### src/i2c_bit_timer.sv
/*
 * quarter-period tick generator for the i2c master. while run is high it
 * pulses phase_tick four times per scl period and reports the quarter index
 */
`timescale 1ns/1ps

module i2c_bit_timer #(
	parameter int CLK_FREQ_HZ = 50_000_000,
	parameter int SCL_FREQ_HZ = 100_000
) (
	input  logic       sys_clk,
	input  logic       sys_rst_n,
	input  logic       run,
	output logic       phase_tick,
	output logic [1:0] phase
);

	localparam int QUARTER = CLK_FREQ_HZ / (4 * SCL_FREQ_HZ);
	localparam int CNT_W   = (QUARTER > 1) ? $clog2(QUARTER) : 1;

	logic [CNT_W-1:0] cnt;

	// first tick comes right away when run rises
	assign phase_tick = run && (cnt == '0);

	always_ff @(posedge sys_clk or negedge sys_rst_n) begin
		if (!sys_rst_n) begin
			cnt   <= '0;
			phase <= 2'd0;
		end else if (!run) begin
			cnt   <= '0;
			phase <= 2'd0;
		end else if (phase_tick) begin
			cnt   <= CNT_W'(QUARTER - 1);
			phase <= phase + 2'd1;
		end else begin
			cnt <= cnt - 1'b1;
		end
	end

	// needs a quarter of at least two clocks
	a_tick_single: assert property (@(posedge sys_clk) disable iff (!sys_rst_n)
		phase_tick |=> !phase_tick);

endmodule

### config.mk
export PLATFORM = sky130hd
export DESIGN_NAME = i2c_bit_timer
export DESIGN_NICKNAME = d
export VERILOG_FILES = /design/src/i2c_bit_timer.sv
export SDC_FILE = /design/constraint.sdc
export NUM_CORES = 1
export LEC_CHECK = 0
export ABC_AREA = 1
export BUFFER_PORTS_ARGS = -buffer_cell sky130_fd_sc_hd__buf_2
export CAP_MARGIN = 20
export CORE_AREA = 2 2 39 41
export CTS_BUF_LIST = sky130_fd_sc_hd__clkbuf_8 sky130_fd_sc_hd__clkbuf_16
export DETAILED_ROUTE_END_ITERATION = 8
export DIE_AREA = 0 0 41 43
export SYNTH_ARGS = -nofsm -noshare
export SYNTH_HDL_FRONTEND = slang
export SYNTH_SLANG_ARGS = --single-unit
### constraint.sdc
create_clock -name sys_clk -period 4.02 [get_ports sys_clk]
set_clock_uncertainty 0.2 [all_clocks]
set_input_delay 0.402 -clock sys_clk [delete_from_list [all_inputs] [get_ports sys_clk]]
set_output_delay 0.402 -clock sys_clk [all_outputs]
set_load 0.005 [all_outputs]
## After elaboration in Yosys (flattened, before gate mapping)

Index checks and enable logic that the tools add are counted.

| word-level totals | value |
|---|---|
| register bits after elaboration | 9 |
| latch bits | 0 |
| bits in writable memories | 0 |
| memory bits (read-only) | 0 |
| output and inout port bits | 3 |
| memories | 0 |

| operators by class | value |
|---|---|
| add/sub/neg operators | 2 |
| multipliers | 0 |
| div/mod/pow operators | 0 |
| order comparisons | 0 |
| eq/ne operators | 1 |
| shift-type cells | 0 |
| mux-type cells | 4 |
| bitwise gates (word level) | 0 |
| reductions and logical operators | 2 |

Operator list:

| kind | number |
|---|---|
| $mux W7 | 2 |
| $logic_not A7 Y1 | 1 |
| $sub A7 B1 Y7 const B | 1 |
| $mux W2 | 2 |
| $add A2 B1 Y2 const B | 1 |
| $ne A2 B1 Y1 const B | 1 |
| $logic_and A1 B1 Y1 | 1 |

## Longest topological paths before layout

| depth | value |
|---|---|
| depth after elaboration | 4 |
| depth in mapped cells | 8 |

## Least setup slack after synthesis

OpenSTA, ideal clock, no wires.

| timing | value |
|---|---|
| path type | reg-to-output |
| start | register cnt[0] |
| end | output port phase_tick |
| arrival | 1.013 ns |
| path slack | 2.405 ns |
| stages on the path, launching flop included | 7 |
| buffers on the path | 0 |
| cell sequence | dfrtp_1 > inv_1 > ha_1 > nand2_2 > nor2_4 > nand3_1 > inv_1 |

| on the way | value |
|---|---|
| word-level cells in the longest chain between the ends | 2 |

Ends and longest elaborated chain:

| what | line | RTL |
|---|---|---|
| start, declared | 21 | `logic [CNT_W-1:0] cnt;` |
| start signal, assigned | 34 | `cnt <= CNT_W'(QUARTER - 1);` |
| start signal, assigned | 37 | `cnt <= cnt - 1'b1;` |
| $logic_not A7 Y1 | 24 | `assign phase_tick = run && (cnt == '0);` |
| $logic_and A1 B1 Y1 | 24 |  |
| end, declared | 14 | `output logic phase_tick,` |

Every way passes these cells.

## Worst setup path in the final report

Same ends and word-level chain as after synthesis.

==> metrics <==
run status completed; Synth cell types 18; post_cts resized 0; row count 14; Num CTS Buffers 3; Area growth syn-to-layout 19.3%; WL/cell 11.2 um; syn_nets 58; via count of the first global-routing pass 363; fin crit period 2.03 ns; postcts setup bufs 0; register area share after synthesis 0.470; Seq cells post-synth 9; fillcell total 132; Worst Setup Start Kind flop; setup TNS 0 ns; placed insts 74; final cell count without fillers 79; P per Cell Area 831 nW/um2; Worst Setup End Kind output port; CP peak stage delay 0.37 ns; total power draw 0.475 mW; DRT Wirelength 888 um; max-slew violation count 0; CP max FO 4; # DRC 0; DP Wirelength 631 um; data required time of the worst path 3.42 ns; register area 225 um2; Chip Width 41 um; root buf cell clkbuf_8; Avg Inst Size Synth 8.87 um2; largest area contributor in the netlist dfrtp_1; Port-buffer cells 5; top post-synthesis cells by count 9 x dfrtp_1, 8 x nand2_1, 7 x inv_1, 7 x nand3_1, 6 x nor2_1; Rel. slew slack 0.858; worst hold path type flop to flop; via count 370; crit path DAT 1.43 ns; Via density 4.68; endpoints failing hold 0; initial antenna violation count 0; clock sinks 9; ys async rst share 1.00; I/O pins 6; Post-Place Setup Slack 2.23 ns; ys flop type dfrtp_1; die extent in y 43 um; Buffers & Inverters on Critical Path 3; top post-synthesis cells by area dfrtp_1 47%, nand3_1 7.3%, nand2_1 6.3%, inv_1 5.5%, nand2_4 4.7%; Max Buffers Root-to-Sink 2; share of cells above drive strength 1 0.254; Routed Antenna Nets 0; cell family with most CP delay flip-flops; Setup CP Type flop to output port; Post-Synthesis Cells 54; Leak Pwr 0.311 nW; max-cap violation count 0; CP max-delay cell dfrtp_1; Yosys top cell area share 0.470; 1st-iter DRT viols 5; CTS tree built; die area 1760 um2; Overall Global Routing Usage 0.135; first-pass GRT wire length 1510 um; final setup fails 0; area of the multi-input gates 216 um2; RSZ-0062 raised after global routing false; total congestion overflow 0; worst skew pair latency 0.23 ns; Core ar. 1380 um2; Ys Warns 0; Post-Syn Area 479 um2; Initial Utilization 0.346; Final Cell Area 572 um2; # H-tree levels 1; 1st-pass router iterations 4; VDD IR max 0.217 mV; # diodes 0; routability cong. 0.680; Final nets 68; largest net degree at the start of global routing 10; Worst Tran Pin Value 0.213 ns; Fmax 492 MHz; clock transition at the registers of the reported paths 0.05 ns; most common cell in the netlist dfrtp_1; final setup margin 1.99 ns; placed cell areas 517 um2; Post-synth EDFFs 0; crit path cell chain inv_1, ha_1, nand2_2, nor2_4, nand3_1, inv_1, buf_2; Tcrit/Tclk final 0.506; CP dominant cell by count inv_1
-- final cells by class --
class / instances / share of cell area
clock buffer: 3 / 0.0722
clock inverter: 1 / 0.00656
inverter: 8 / 0.0525
multi-input combinational: 36 / 0.379
sequential: 9 / 0.394
tap: 16 / 0.0350
timing repair buffer: 6 / 0.0613
-- stage by stage --
step                       util  hold WS (ns)
after global placement    0.373        0.0662
final                     0.413         0.220
after global routing      0.413         0.231
after CTS                 0.413         0.224
after detailed placement  0.373        0.0688
after floorplan               -       -0.0936
-- final timing paths --
check / from / endpoint / slack (ns) / depth (start not counted)
setup / recovery: cnt[0] / phase_tick / 1.99 / 7
hold / removal: cnt[0] / cnt[0] / 0.22 / 1
setup reg to reg: cnt[0] / phase[1] / 2.56 / 8
hold reg to reg: cnt[0] / cnt[0] / 0.22 / 1
max in group asynchronous: sys_rst_n / cnt[0] / 3.08 / 2
min in group asynchronous: sys_rst_n / cnt[4] / 0.36 / 2
-- cell usage in the layout (no fill, tap or decap), drive strengths merged --
cell type / count
or2: 1
dlygate4sd3: 1
dfrtp: 9
o21ai: 1
ha: 1
nor2: 7
xor2: 2
a21oi: 3
nand2: 11
clkbuf: 3
buf: 5
nor3: 1
nand4: 1
inv: 9
nand3: 8
-- worst register-to-register path: stages, from the launching register on --
cell     delay (ns)
dfrtp_1        0.37
inv_1          0.10
ha_1           0.21
nand2_2        0.10
nor2_4         0.13
nand2_4        0.09
nand2_4        0.08
nand3_2        0.05
nand2_1        0.06
-- where the power goes --
part	total, mW	switching [mW]	internal [mW]
Clock	0.105	0.0379	0.0667
Combinational	0.201	0.114	0.0866
Sequential	0.170	0.0413	0.129
-- logic make-up (layout without fill, tap and decap cells) --
group,count (synthesis),count (layout),synth area share
simple gates,29,29,0.347
flops,9,9,0.470
buf+inv,9,18,0.0783
fa+ha+maj,1,1,0.0261
xor+xnor,2,2,0.0366
compound gates,4,4,0.0418
-- what timing repair did --
action                                 4_1_cts  5_1_grt
setup endpoints to repair                    0        0
endpoints found under the hold margin        9        0
hold buffers                                 1        0
-- layer usage --
layer / track usage / vias up / share of wire
met5: 0 / - / 0
met4: 0.100 / 0 / 0.033
met3: 0.0471 / 4 / 0.021
met2: 0.197 / 5 / 0.50
met1: 0.152 / 171 / 0.45
li1: - / 190 / -
-- sequential cells by signal (all words and copies together), names as in the netlist --
signal / cells
cnt: 7
phase: 2
Note: power is estimated with default switching activity, not from simulation.
