**config.mk**
```make
export PLATFORM = sky130hd
export DESIGN_NAME = seg_scanner
export DESIGN_NICKNAME = d
export VERILOG_FILES = /design/src/adc_display_pkg.sv /design/src/seg_scanner.sv
export SDC_FILE = /design/constraint.sdc
export NUM_CORES = 1
export LEC_CHECK = 0
export ABC_AREA = 0
export BUFFER_PORTS_ARGS = -buffer_cell sky130_fd_sc_hd__buf_4
export CAP_MARGIN = 30
export CORE_MARGIN = 2
export CORE_UTILIZATION = 24
export CTS_CLUSTER_DIAMETER = 80
export DETAILED_ROUTE_END_ITERATION = 10
export GPL_TIMING_DRIVEN = 0
export HOLD_SLACK_MARGIN = 0.12
export SLEW_MARGIN = 20
export SYNTH_ARGS = -nofsm -noshare
export SYNTH_HDL_FRONTEND = slang
export SYNTH_SLANG_ARGS = --single-unit
```
**constraint.sdc**
```tcl
create_clock -name sys_clk -period 3.7 [get_ports sys_clk]
set_input_delay 0 -clock sys_clk [delete_from_list [all_inputs] [get_ports sys_clk]]
set_output_delay 0 -clock sys_clk [all_outputs]
set_load 0.01 [all_outputs]
```
**src/adc_display_pkg.sv**
```systemverilog
/*
 * shared types for the adc display design: digit codes, the sample
 * passed from the i2c reader and the eight-digit frame that feeds the scanner
 */
package adc_display_pkg;

	// what one display position shows
	typedef enum logic [3:0] {
		DIG_0       = 4'd0,
		DIG_1       = 4'd1,
		DIG_2       = 4'd2,
		DIG_3       = 4'd3,
		DIG_4       = 4'd4,
		DIG_5       = 4'd5,
		DIG_6       = 4'd6,
		DIG_7       = 4'd7,
		DIG_8       = 4'd8,
		DIG_9       = 4'd9,
		DIG_BLANK   = 4'd10,
		DIG_DASH    = 4'd11,
		DIG_LABEL_A = 4'd15
	} digit_code_e;

	typedef struct packed {
		logic [7:0] value;
		logic       ack_error;
	} adc_sample_t;

	// index 7 is the leftmost digit
	typedef digit_code_e [7:0] display_frame_t;

	// active-low segments, bit 7 is the decimal point and stays dark
	function automatic logic [7:0] SEG_PATTERN(input digit_code_e code);
		case (code)
			DIG_0:       return 8'hc0;
			DIG_1:       return 8'hf9;
			DIG_2:       return 8'ha4;
			DIG_3:       return 8'hb0;
			DIG_4:       return 8'h99;
			DIG_5:       return 8'h92;
			DIG_6:       return 8'h82;
			DIG_7:       return 8'hf8;
			DIG_8:       return 8'h80;
			DIG_9:       return 8'h90;
			DIG_DASH:    return 8'hbf;
			DIG_LABEL_A: return 8'h88;
			default:     return 8'hff;
		endcase
	endfunction

endpackage

```
**src/seg_scanner.sv**
```systemverilog
/*
 * multiplexed driver for the eight-digit common-anode display.
 * steps from the leftmost digit to the rightmost and wraps, one digit per
 * refresh interval, with segments and digit select registered together
 */
`timescale 1ns/1ps

module seg_scanner import adc_display_pkg::*; #(
	parameter int CLK_FREQ_HZ  = 50_000_000,
	parameter int SCAN_FREQ_HZ = 8_000
) (
	input  logic           sys_clk,
	input  logic           sys_rst_n,
	input  display_frame_t frame,
	output logic [7:0]     seg_number,
	output logic [7:0]     seg_choice
);

	localparam int STEP  = CLK_FREQ_HZ / SCAN_FREQ_HZ;
	localparam int CNT_W = (STEP > 1) ? $clog2(STEP) : 1;

	logic [CNT_W-1:0] refresh_cnt;
	logic             step;
	logic [2:0]       pos;
	logic [2:0]       pos_next;

	assign step     = (refresh_cnt == '0);
	// 0 wraps back to 7
	assign pos_next = pos - 3'd1;

	always_ff @(posedge sys_clk or negedge sys_rst_n) begin
		if (!sys_rst_n) begin
			refresh_cnt <= CNT_W'(STEP - 1);
			pos         <= 3'd7;
			seg_choice  <= 8'h7f;
			seg_number  <= SEG_PATTERN(DIG_LABEL_A);
		end else if (step) begin
			refresh_cnt <= CNT_W'(STEP - 1);
			pos         <= pos_next;
			seg_choice  <= ~(8'b1 << pos_next);
			seg_number  <= SEG_PATTERN(frame[pos_next]);
		end else begin
			refresh_cnt <= refresh_cnt - 1'b1;
		end
	end

	// exactly one digit enabled at any time
	a_one_digit: assert property (@(posedge sys_clk) disable iff (!sys_rst_n)
		$onehot(~seg_choice));

endmodule

```
* Word-level counts from Yosys, hierarchy flattened
Memories as Yosys holds them, arrays and structs flattened. A register that Yosys moved wholly into a read port is not among the register bits.
Index checks and enable logic that the tools add are counted.
** Storage, ports and cells
- Bits in latches :: 0
- Output and inout bits :: 16
- RAM bits :: 0
- Register bits after elaboration :: 32
- Bits in read-only memories :: 112
- Memories :: 1
- Word-level logic and storage cells :: 15
** Cells by class
- Equality and inequality tests :: 0
- $mul :: 0
- $lt $le $gt $ge :: 1
- $add $sub $neg :: 2
- Shift operators :: 1
- Div/mod/pow operators :: 0
- Bitwise operators :: 1
- Reductions and logical operators :: 2
- Muxes and demuxes :: 3
** Memories
- (name not given) :: words 16, width 7, read ports 1, clocked after memory_dff 1, write ports 0, RTL line adc_display_pkg.sv:34 : case (code)
** Operators with widths (count)
- $logic_not 13->1 :: 1
- $mux 13 :: 1
- $sub 13x1->13 const B :: 1
- $bmux 4 s3 :: 1
- $not 8->8 :: 1
- $shl 1x3->8 const A :: 1
- $lt 3x4->1 const B :: 1
- $mux 4 :: 1
- $sub 3x1->3 const B :: 1
- $logic_not 1->1 :: 1

* Depth between registers and ports, before layout
- Word-level depth :: 3
- Depth in mapped cells :: 15
- Gate-level depth less buffers :: 11

* Worst setup path after synthesis
Ideal clock, no wire load.
- Kind :: register to register
- Start :: register pos[0]
- End :: register seg_number[6]
- Library setup time :: 0.124 ns
- Cell stages (with the launch flop) :: 14
- Setup slack :: 0.336 ns
- Arrival time :: 3.240 ns
- Required time :: 3.576 ns
- Cell sequence :: dfstp_2 buf_2 clkinv_1 ha_1 xor2_1 clkbuf_1 mux4_2 nand2_1 and2_1 inv_1 ha_1 nand2b_1 a21oi_1 o31ai_1
** Between the ends
- Cells in the longest elaborated chain, start to end :: 3
** RTL lines
- start, declared :: RTL line seg_scanner.sv:24 : logic [2:0] pos;
- start signal, assigned :: RTL line seg_scanner.sv:39 : pos <= pos_next;
- $sub 3x1->3 :: RTL line seg_scanner.sv:29 : assign pos_next = pos - 3'd1;
- named net pos_next[0] :: RTL line seg_scanner.sv:25 : logic [2:0] pos_next;
- $bmux 4 s3 :: RTL line seg_scanner.sv:41 : seg_number <= SEG_PATTERN(frame[pos_next]);
- $mux 4 (not written as such) :: RTL line seg_scanner.sv:41
- end, declared :: RTL line seg_scanner.sv:15 : output logic [7:0] seg_number,
The timed path passes the listed nets, and every way through them passes these cells. The select of a mux whose other input is x is not followed.
A chain may end at the register's enable or synchronous reset.

* Worst setup path in the final report
- Start :: register pos[0]
- End :: register seg_number[4]
Same word-level chain as after synthesis.

==> impl_metrics.ini <==
[status]
status = complete, no violations

[sta]
fin_tns_setup_ns = 0
rsz0062_at_grt = no
worst_slew_pin_slew_ns = 0.921
slew_viol_final = 0
setup_viol = 0
fin_crit_ns = 3.40
fin_ws_ns = 0.305
fin_crit_sh_pct = 91.8
fmax_mhz = 295
skew_ns = 0.00968
relSlewSlack_pct = 38.0
finalHoldViolations = 0

[worst_setup_path]
critPathTopFamily = buffers and inverters
cpMostUsedCell = ha_1
crit_path_cell_trace = buf_2 > inv_4 > ha_1 > xor2_2 > clkbuf_4 > mux4_2 > nand2_1 > and2_1 > inv_1 > ha_1 > mux2i_1 > o21ai_0 > o31ai_1
slowest_delay_ns = 0.56
critPathArrivalTime_ns = 3.59
slowest_stage = dfstp_2
required_ns = 3.89
cp-end-kind = flop
cp_num_cells = 13
crit_fanout = 10
ff2ff_path_depth = 13
criticalPathCategory = flop to flop
crit_buf_inv = 4
cp-start-kind = flop

[route]
wl_per_cell_um = 13.2
vias = 1717
drt_wl_total_um = 4840
wl_met3_um = 231
wl_met2_um = 2210
routed_via_density = 4.68
route.detailed.drc = 0
highest_layer = met4
drt-initial-drc-count = 59
dr.pass1.iters = 4
ant_nets = 0
drt-met1-wl_um = 2330

[yosys]
ys.flop_type = dfstp_2
ys_types = 44
synth-seq-area-share_pct = 40.0
synth_area_leaders = dfstp_2 22%, dfrtp_1 18%, ha_1 8.2%, mux4_2 5.6%, nor2_1 5.1%
synthCells = 205
yosys.area.top_type_share_pct = 22.4
avgSynthCellArea_um2 = 9.72
synth-async-reset-ratio_pct = 100
syn-cell-area_um2 = 1990
synth_edf_count = 0
synthesis.nets = 252
yosysTopAreaCell = dfstp_2
synth-seq-cells = 31
ys_warn_count = 0

[floorplanning]
ios = 50
core_area_um2 = 8130
die_y_um = 95.1
die_x_um = 95.1
start_util_pct = 24.5
placement_rows = 33
die_area_um2 = 9050

[cells_and_area]
antennaDiodeCount = 0
layout_commonest_cell = buf_4
syn2layout_area_growth_pct = 32.0
nets = 308
final_cell_mix = 51 x buf_4, 27 x nor2_1, 17 x dfstp_2
fin_area_um2 = 2630
drive_gt1_share_pct = 36.6

[job]
max_cap_viol_count = 0

[clock_tree]
numCtsBuffers = 5
clk_pin_slew_worst_paths_ns = 0.07
clockBufferDepth = 2
cts_root_buf = clkbuf_8
h-tree-depth = 2
cts_sinks = 31
cts_setup_buffers = 0
cts_tree = yes
clk_latency_ns = 0.28

[pwr]
p_comb_share_pct = 11.9
power_frac_seq_pct = 44.6
peakVddDrop_mv = 0.116
p_leak_nw = 1.14
p_switching_mw = 0.174
internal_power_mw = 0.618
clock_power_share_pct = 43.5
p_per_area_nw_per_um2 = 301
p_sw_share_pct = 22.0

[placement]
numPortBuffers = 48
place_congestion = 0.784
pre_cts_ws_ns = -0.308
placed_cell_area_um2 = 2480
hpwl_um = 3770

[global_route]
antenna_found_initial = 0
grt_remaining_overflow = 0
grt_max_degree = 32
grt_first_pass_wirelength_um = 8120
grt_pass1_vias = 1648
grt.total_usage_pct = 11.5

[worst_hold_path]
hp-class = primary input to async pin
-- stage by stage --
| stage | cells | power (mW) | util (%) | hold slack (ns) |
|---|---|---|---|---|
| final | 367 | 0.792 | 32.3 | 0.185 |
| after detailed placement | 358 | 0.454 | 30.5 | -0.0409 |
| after global placement | 358 | 0.453 | 30.5 | -0.0420 |
| after floorplan | 205 | 0.398 | - | -0.296 |
| after global routing | 367 | 0.829 | 32.3 | 0.242 |
| after CTS | 366 | 0.802 | 32.1 | 0.206 |
-- worst paths after layout --
kind	from	to	slack [ns]
min	sys_rst_n	refresh_cnt[2]	0.19
min in group sys_clk	frame[20]	seg_number[4]	0.28
max	pos[0]	seg_number[4]	0.30
max in group asynchronous	sys_rst_n	seg_choice[6]	3.19
max reg2reg	pos[0]	seg_number[4]	0.30
min reg2reg	refresh_cnt[0]	refresh_cnt[0]	0.46
-- cell type report --
cell class	instances	area (um2)
clock inverters	2	35.0
repair buffers	50	378
well taps	105	131
multi-input cells	156	1110
inverters	7	28.8
flip-flops and latches	31	797
clock buffers	6	82.6
fillers	837	5500
plain buffers	10	62.6
-- sequential cells by signal, summed over array words and instances, names as in the netlist --
name	count
pos	3
seg_number	7
seg_choice	8
refresh_cnt	13
-- cells by family (layout without fill, tap and decap cells) --
| family | Yosys count | count (layout) | synth area share, % |
|---|---|---|---|
| compound gates | 42 | 42 | 14.1 |
| fa+ha+maj | 13 | 13 | 8.16 |
| mux | 14 | 14 | 10.2 |
| simple gates | 76 | 76 | 18.5 |
| xor+xnor | 10 | 10 | 4.39 |
| buf+inv | 18 | 75 | 4.46 |
| other cells | 1 | 1 | 0.188 |
| flops | 31 | 31 | 40.0 |
-- synthesized netlist by cell type, drive strengths merged (2+ instances only) --
library cell / count
mux2i: 8
a31oi: 11
buf: 9
or4: 2
a21oi: 9
o31ai: 4
a211oi: 3
ha: 13
a2111oi: 4
inv: 6
nor2b: 4
nand3b: 2
and2: 2
xnor2: 8
nand3: 6
clkbuf: 2
nand2: 16
dfrtp: 14
nor3: 8
dfstp: 17
nand2b: 2
o21ai: 5
or3: 3
xor2: 2
nor4: 3
mux4: 5
nor2: 27
-- layer usage --
metal	vias to the layer above	global-route usage (%)
met3	4	2.13
met5	-	0
met4	0	5.07
met2	52	18.3
met1	814	15.4
li1	847	-
-- power by group through the flow --
stage	Sequential, mW	Combinational (mW)	Clock, mW
after floorplan	0.361	0.0369	0
after global placement	0.359	0.0945	0
after detailed placement	0.359	0.0955	0
after CTS	0.353	0.0967	0.352
after global routing	0.354	0.106	0.370
final	0.353	0.0945	0.344
-- repair_timing --
action	CTS	global route
resized for setup	2	4
pin swaps	0	0
hold endpoints to repair	31	0
cloned	0	0
hold buffers	1	0
setup endpoints to repair	7	6
(Power assumes the default switching activity.)
