**src/adc_display_pkg.sv**
```systemverilog
/*
 * shared types for the adc display design: digit codes, the sample
 * passed from the i2c reader and the eight-digit frame that feeds the scanner
 */
package adc_display_pkg;

	// what one display position shows
	typedef enum logic [3:0] {
		DIG_0       = 4'd0,
		DIG_1       = 4'd1,
		DIG_2       = 4'd2,
		DIG_3       = 4'd3,
		DIG_4       = 4'd4,
		DIG_5       = 4'd5,
		DIG_6       = 4'd6,
		DIG_7       = 4'd7,
		DIG_8       = 4'd8,
		DIG_9       = 4'd9,
		DIG_BLANK   = 4'd10,
		DIG_DASH    = 4'd11,
		DIG_LABEL_A = 4'd15
	} digit_code_e;

	typedef struct packed {
		logic [7:0] value;
		logic       ack_error;
	} adc_sample_t;

	// index 7 is the leftmost digit
	typedef digit_code_e [7:0] display_frame_t;

	// active-low segments, bit 7 is the decimal point and stays dark
	function automatic logic [7:0] SEG_PATTERN(input digit_code_e code);
		case (code)
			DIG_0:       return 8'hc0;
			DIG_1:       return 8'hf9;
			DIG_2:       return 8'ha4;
			DIG_3:       return 8'hb0;
			DIG_4:       return 8'h99;
			DIG_5:       return 8'h92;
			DIG_6:       return 8'h82;
			DIG_7:       return 8'hf8;
			DIG_8:       return 8'h80;
			DIG_9:       return 8'h90;
			DIG_DASH:    return 8'hbf;
			DIG_LABEL_A: return 8'h88;
			default:     return 8'hff;
		endcase
	endfunction

endpackage

```
**src/adc_bcd_formatter.sv**
```systemverilog
/*
 * turns each adc sample into an eight-digit frame: label on the left,
 * the reading right-aligned with leading zeros blanked, dashes on an ack error
 */
`timescale 1ns/1ps

module adc_bcd_formatter import adc_display_pkg::*; (
	input  logic           sys_clk,
	input  logic           sys_rst_n,
	input  adc_sample_t    sample,
	input  logic           sample_valid,
	output display_frame_t frame
);

	localparam display_frame_t RESET_FRAME = '{DIG_LABEL_A, DIG_BLANK, DIG_BLANK,
		DIG_BLANK, DIG_BLANK, DIG_BLANK, DIG_BLANK, DIG_BLANK};

	logic [3:0]     hundreds;
	logic [3:0]     tens;
	logic [3:0]     units;
	display_frame_t frame_next;

	always_comb begin
		hundreds = 4'(sample.value / 8'd100);
		tens     = 4'((sample.value / 8'd10) % 8'd10);
		units    = 4'(sample.value % 8'd10);
	end

	always_comb begin
		frame_next = RESET_FRAME;
		if (sample.ack_error) begin
			frame_next[2] = DIG_DASH;
			frame_next[1] = DIG_DASH;
			frame_next[0] = DIG_DASH;
		end else begin
			// zero reading still shows a single 0
			frame_next[0] = digit_code_e'(units);
			if (hundreds != 4'd0) begin
				frame_next[2] = digit_code_e'(hundreds);
				frame_next[1] = digit_code_e'(tens);
			end else if (tens != 4'd0) begin
				frame_next[1] = digit_code_e'(tens);
			end
		end
	end

	always_ff @(posedge sys_clk or negedge sys_rst_n) begin
		if (!sys_rst_n)
			frame <= RESET_FRAME;
		else if (sample_valid)
			frame <= frame_next;
	end

endmodule

```
**config.mk**
```make
export PLATFORM = sky130hd
export DESIGN_NAME = adc_bcd_formatter
export DESIGN_NICKNAME = d
export VERILOG_FILES = /design/src/adc_display_pkg.sv /design/src/adc_bcd_formatter.sv
export SDC_FILE = /design/constraint.sdc
export NUM_CORES = 1
export LEC_CHECK = 0
export BUFFER_PORTS_ARGS = -buffer_cell sky130_fd_sc_hd__buf_2
export CORE_MARGIN = 5
export CORE_UTILIZATION = 35
export CTS_BUF_LIST = sky130_fd_sc_hd__clkbuf_4
export DETAILED_ROUTE_END_ITERATION = 7
export PLACE_DENSITY_LB_ADDON = 0.2
export SYNTH_ARGS = -nofsm -noshare
export SYNTH_HDL_FRONTEND = slang
export SYNTH_SLANG_ARGS = --single-unit
```
**constraint.sdc**
```tcl
create_clock -name sys_clk -period 1.8 [get_ports sys_clk]
set_clock_uncertainty 0.1 [all_clocks]
set_input_delay 0.27 -clock sys_clk [delete_from_list [all_inputs] [get_ports sys_clk]]
set_output_delay 0.27 -clock sys_clk [all_outputs]
set_load 0.01 [all_outputs]
```
---- Word level (Yosys, flattened, before mapping) ----
Index checks and enable logic that the tools add are counted.
storage, ports and cells
  register bits ........................... 12
  bits of input ports ..................... 12
  word-level logic and storage cells ...... 13
operators by class
  div/mod/pow operators ................... 4
  mux-type cells .......................... 4
  reductions and logical operators ........ 2
operators with widths
  kind                                           number
  modulo 8 x 4 -> 8 bit, second input constant   2
  two-way mux 12 bit                             1
  two-way mux 4 bit                              3
  divider 8 x 4 -> 8 bit, second input constant  1
  divider 8 x 7 -> 8 bit, second input constant  1
  nonzero test 4 bit                             2

---- Longest topological paths before layout ----
  depth after elaboration ................. 6
  gate-level depth with buffers ........... 16
  depth with buffers taken out ............ 15

---- Worst setup path after synthesis ----
No wires, ideal clock.
  path type ............................... input to register
  from .................................... input sample[6] (netlist bit)
  to ...................................... register frame[7] (netlist bit)
  setup time .............................. 0.083 ns
  data arrival time ....................... 2.729 ns
  data required time ...................... 1.617 ns
  slack ................................... -1.112 ns
  cell stages on the path ................. 15
  path buffers ............................ 2
  cells stage by stage .................... buf_6 buf_6 a31oi_1 o221ai_2 inv_1 ha_1 nand2_1 a211o_1 o21ai_0 xnor2_1 inv_1 ha_1 and2_1 a211o_1 o32a_1
between the ends
  word-level cells in the longest chain between the ends .. 6
  elaborated cells between the ends (all ways) .. 8
  those cells by class .................... div (3); mux (3); reduce/logical (2)
ends and longest elaborated chain
  element                 RTL line                 RTL
  start: declaration      adc_bcd_formatter.sv:10  input adc_sample_t sample,
  divider 8 x 4 -> 8 bit  adc_bcd_formatter.sv:25  tens = 4'((sample.value / 8'd10) % 8'd10);
  modulo 8 x 4 -> 8 bit   adc_bcd_formatter.sv:25
  nonzero test 4 bit      adc_bcd_formatter.sv:41  end else if (tens != 4'd0) begin
  two-way mux 4 bit       adc_bcd_formatter.sv:41
  two-way mux 4 bit *     adc_bcd_formatter.sv:38  if (hundreds != 4'd0) begin
  two-way mux 12 bit *    adc_bcd_formatter.sv:31  if (sample.ack_error) begin
  end signal: assignment  adc_bcd_formatter.sv:51  frame <= frame_next;
  end: declaration        adc_bcd_formatter.sv:12  output display_frame_t frame
Every way passes the cells marked *; elsewhere a longest branch is shown, timed or not.
A chain may end at the register's enable or synchronous reset.

---- Final worst setup path ----
  from .................................... input sample[5] (netlist bit)
  to ...................................... register frame[7] (netlist bit)
Same word-level chain as after synthesis.

==> results.tsv <==
stage	metric	value	unit
synth	#FFs+latches synth	11	
setup_path	Critical Path Source Type	primary input	
cells_and_area	final-layout fill cell count	394	
power	Net Sw Frac	0.376	
setup_path	CP Capture Type	flop	
power	Logic pwr share	0.609	
synth	largest family of logic cells by synthesized area	compound AO/OA/AOI/OAI gates	
power	register share of total power	0.245	
floorplan	Die W	74.5	um
synth	synth top area cells	buf_4 12%, dfstp_2 11%, dfrtp_1 8.6%, nor2_1 4.4%, buf_6 3.9%	
timing	Final Cycle Share	1.40	
floorplan	IO Count	44	
power	power density cells	572	nW/um2
floorplan	FP Rows	23	
synth	proportion of synthesized area in mux cells	0	
synth	Synth Area in XOR/XNOR	0.0361	
timing	Final Hold Fails	0	
outcome	status	finished, violations left	
outcome	failing checks	negative setup slack	
synth	Synth Instances	173	
clock_tree	CTS buffer count	3	
floorplan	die area	5550	um2
clock_tree	htree depth	1	
synth	Post-Synth Adder-Cell Area	0.0352	
placed_design	HPWL after DPL	3.10	mm
detailed_routing	wire length per cell	13.5	um
power	clock share of power	0.146	
timing	Highest Clock Rate	397	MHz
detailed_routing	post-route ant nets	0	
synth	top cell type's share of synthesized area	0.124	
synth	post-synthesis simple-gate area fraction	0.250	
placed_design	Placed Cells	277	
min_path	Hold Crit Class	primary input to flop	
power	worst vdd ir	0.191	mV
cells_and_area	Final Cell Area	2220	um2
detailed_routing	drt initial violations	51	
setup_path	kind of critical path	primary input to flop	
global_routing	first-pass GRT wire length	6.41	mm
floorplan	Starting Density	0.361	
detailed_routing	via/cell ratio	4.90	
timing	setup ws final	-0.721	ns
synth	area leader, netlist	buf_4	
setup_path	Worst EP arrival	2.61	ns
cells_and_area	commonest non-fill, non-tap cells in the layout	50 x buf_4, 21 x conb_1, 17 x buf_2	
setup_path	Critical Path RT	1.89	ns
timing	setup_tns	-3.67	ns
timing	RSZ-0062 raised after global routing	yes	
cells_and_area	Final Non-Filler Cells	296	
synth	synthesized area per cell	8.42	um2
cells_and_area	final net count	262	
synth	asr flop ratio synth	1.00	
detailed_routing	final wirelength	4.01	mm
synth	YS warnings	0	
clock_tree	clk_lat worst skew	0.27	ns
synth	Top FF cell, synth	dfstp_2	
placed_design	placed inst area	1870	um2
cells_and_area	layout cells sized above 1	0.565	
timing	fin crit period	2.52	ns
min_path	hold depth	3	
synth	fraction of the mapped netlist area in compound gates	0.289	
global_routing	vias in the first global route	1420	
detailed_routing	1st-pass router iterations	4	
global_routing	GR Util All Layers	0.146	
synth	Synth Cell Area	1460	um2
timing	Final setup violation count	7	
global_routing	largest net degree at the start of global routing	18	
placed_design	input/output buffers	22	
power	internal power	792	uW
clock_tree	Clock Path Buffers	2	
synth	sequential fraction of the synthesis area	0.194	
clock_tree	CTS tree	built	
clock_tree	clk slew on worst S/H paths	0.07	ns
global_routing	initial antenna violation count	0	
floorplan	core area	4030	um2
cells_and_area	Antenna Cells	0	
run	maxcap violations	0	
detailed_routing	via count	1450	
clock_tree	# clock sinks	11	
clock_tree	CTS root buf	clkbuf_4	
timing	hold slack final	0.172	ns
power	Sw Pwr	478	uW
detailed_routing	drt drc	0	
cells_and_area	Area Overhead vs Synth	52.4	%
setup_path	Worst Reg-to-Reg Cells	3	
timing	Max Slew Vio Count	0	
global_routing	total grt overflow	0	
synth	Unique masters post-synth	59	
synth	number of enable flip-flop cells after synthesis	0	
cells_and_area	most flop-heavy register	frame	
power	P_leak	0.993	nW
cells_and_area	most common cell after layout, fill and taps aside	buf_4	
setup_path	worst-path fanout max	7	
placed_design	Final Wtd Congestion	0.837	
floorplan	Die Y	74.5	um
placed_design	DP Worst Slack	-1.15	ns
cells_and_area	max reg flops	11	
cells_and_area	largest registers	frame x11	
cells in the mapped netlist (all sizes together), types with 3 or more instances:
master  number
inv          8
and2         4
a31oi        4
a211oi       3
nand3        4
dfrtp        5
o22ai        3
o21ai        8
nand2b       8
nor2        18
ha           3
nand2        8
o211a        3
dfstp        6
buf         30
a21oi       12
xnor2        4
nor3         3
o221ai       4
power by group through the flow:
| stage | Combinational (mW) | Clock (mW) | Sequential, mW |
|---|---|---|---|
| 4_1_cts | 0.707 | 0.186 | 0.312 |
| 6_report | 0.773 | 0.186 | 0.311 |
| 3_3_place_gp | 0.582 | 0 | 0.313 |
| 5_1_grt | 0.834 | 0.197 | 0.315 |
| 3_5_place_dp | 0.594 | 0 | 0.316 |
| 2_1_floorplan | 0.388 | 0 | 0.333 |
what timing repair did:
item                                    4_1_cts  5_1_grt
hold endpoints to repair                      5        0
pin swaps                                    22       20
endpoints found under the setup margin        7        7
buffers inserted                             10        4
gates resized for setup                      30       17
hold buffers                                  1        0
cells by family (layout without fill, tap and decap cells):
| kind of cell | count (synthesis) | in the layout |
|---|---|---|
| and+or+nand+nor | 63 | 63 |
| buffers and inverters | 39 | 93 |
| xor gates and xnor gates | 6 | 6 |
| DFF | 11 | 11 |
| AOI/OAI and AO/OA | 48 | 48 |
| other | 2 | 21 |
| adders and majority gates | 4 | 4 |
path summary, 6_finish.rpt:
kind | slack, ns | end | start
worst max register to register | 0.74 | frame[5] | frame[5]
max in group asynchronous | 1.04 | frame[9] | sys_rst_n
worst min register to register | 0.39 | frame[11] | frame[11]
min in group asynchronous | 0.29 | frame[2] | sys_rst_n
worst min-delay path | 0.17 | frame[0] | sample[1]
worst max-delay path | -0.72 | frame[7] | sample[5]
worst max-delay path: stages:
cell,delay [ns]
buf_12,0.11
buf_4,0.12
and2b_2,0.21
a2bb2oi_2,0.15
o221ai_2,0.13
a211o_1,0.31
buf_4,0.14
buf_4,0.12
buf_4,0.13
o21ai_4,0.18
nor3_1,0.07
a211o_1,0.30
o32a_1,0.34
through the flow:
step	util	power, mW
after detailed placement	0.465	0.910
after floorplan	-	0.721
after CTS	0.524	1.20
after global placement	0.465	0.895
after global routing	0.551	1.35
final	0.551	1.27
layout make-up:
cell class	count	area, um2	share of cell area
flip-flops and latches	11	283	0.127
multi-input cells	142	1170	0.529
clock buffers	4	30.0	0.0135
well taps	50	62.6	0.0282
repair buffers	81	633	0.285
inverters	8	37.5	0.0169
routing by layer:
layer | share of wire | global-route usage | vias to the layer above
li1 | - | - | 723
met1 | 0.38 | 0.168 | 697
met2 | 0.58 | 0.272 | 28
met3 | 0.036 | 0.0230 | 2
met4 | 0.0060 | 0.0494 | 0
met5 | 0 | 0 | -
No activity file was read; power rests on OpenSTA's default activity.
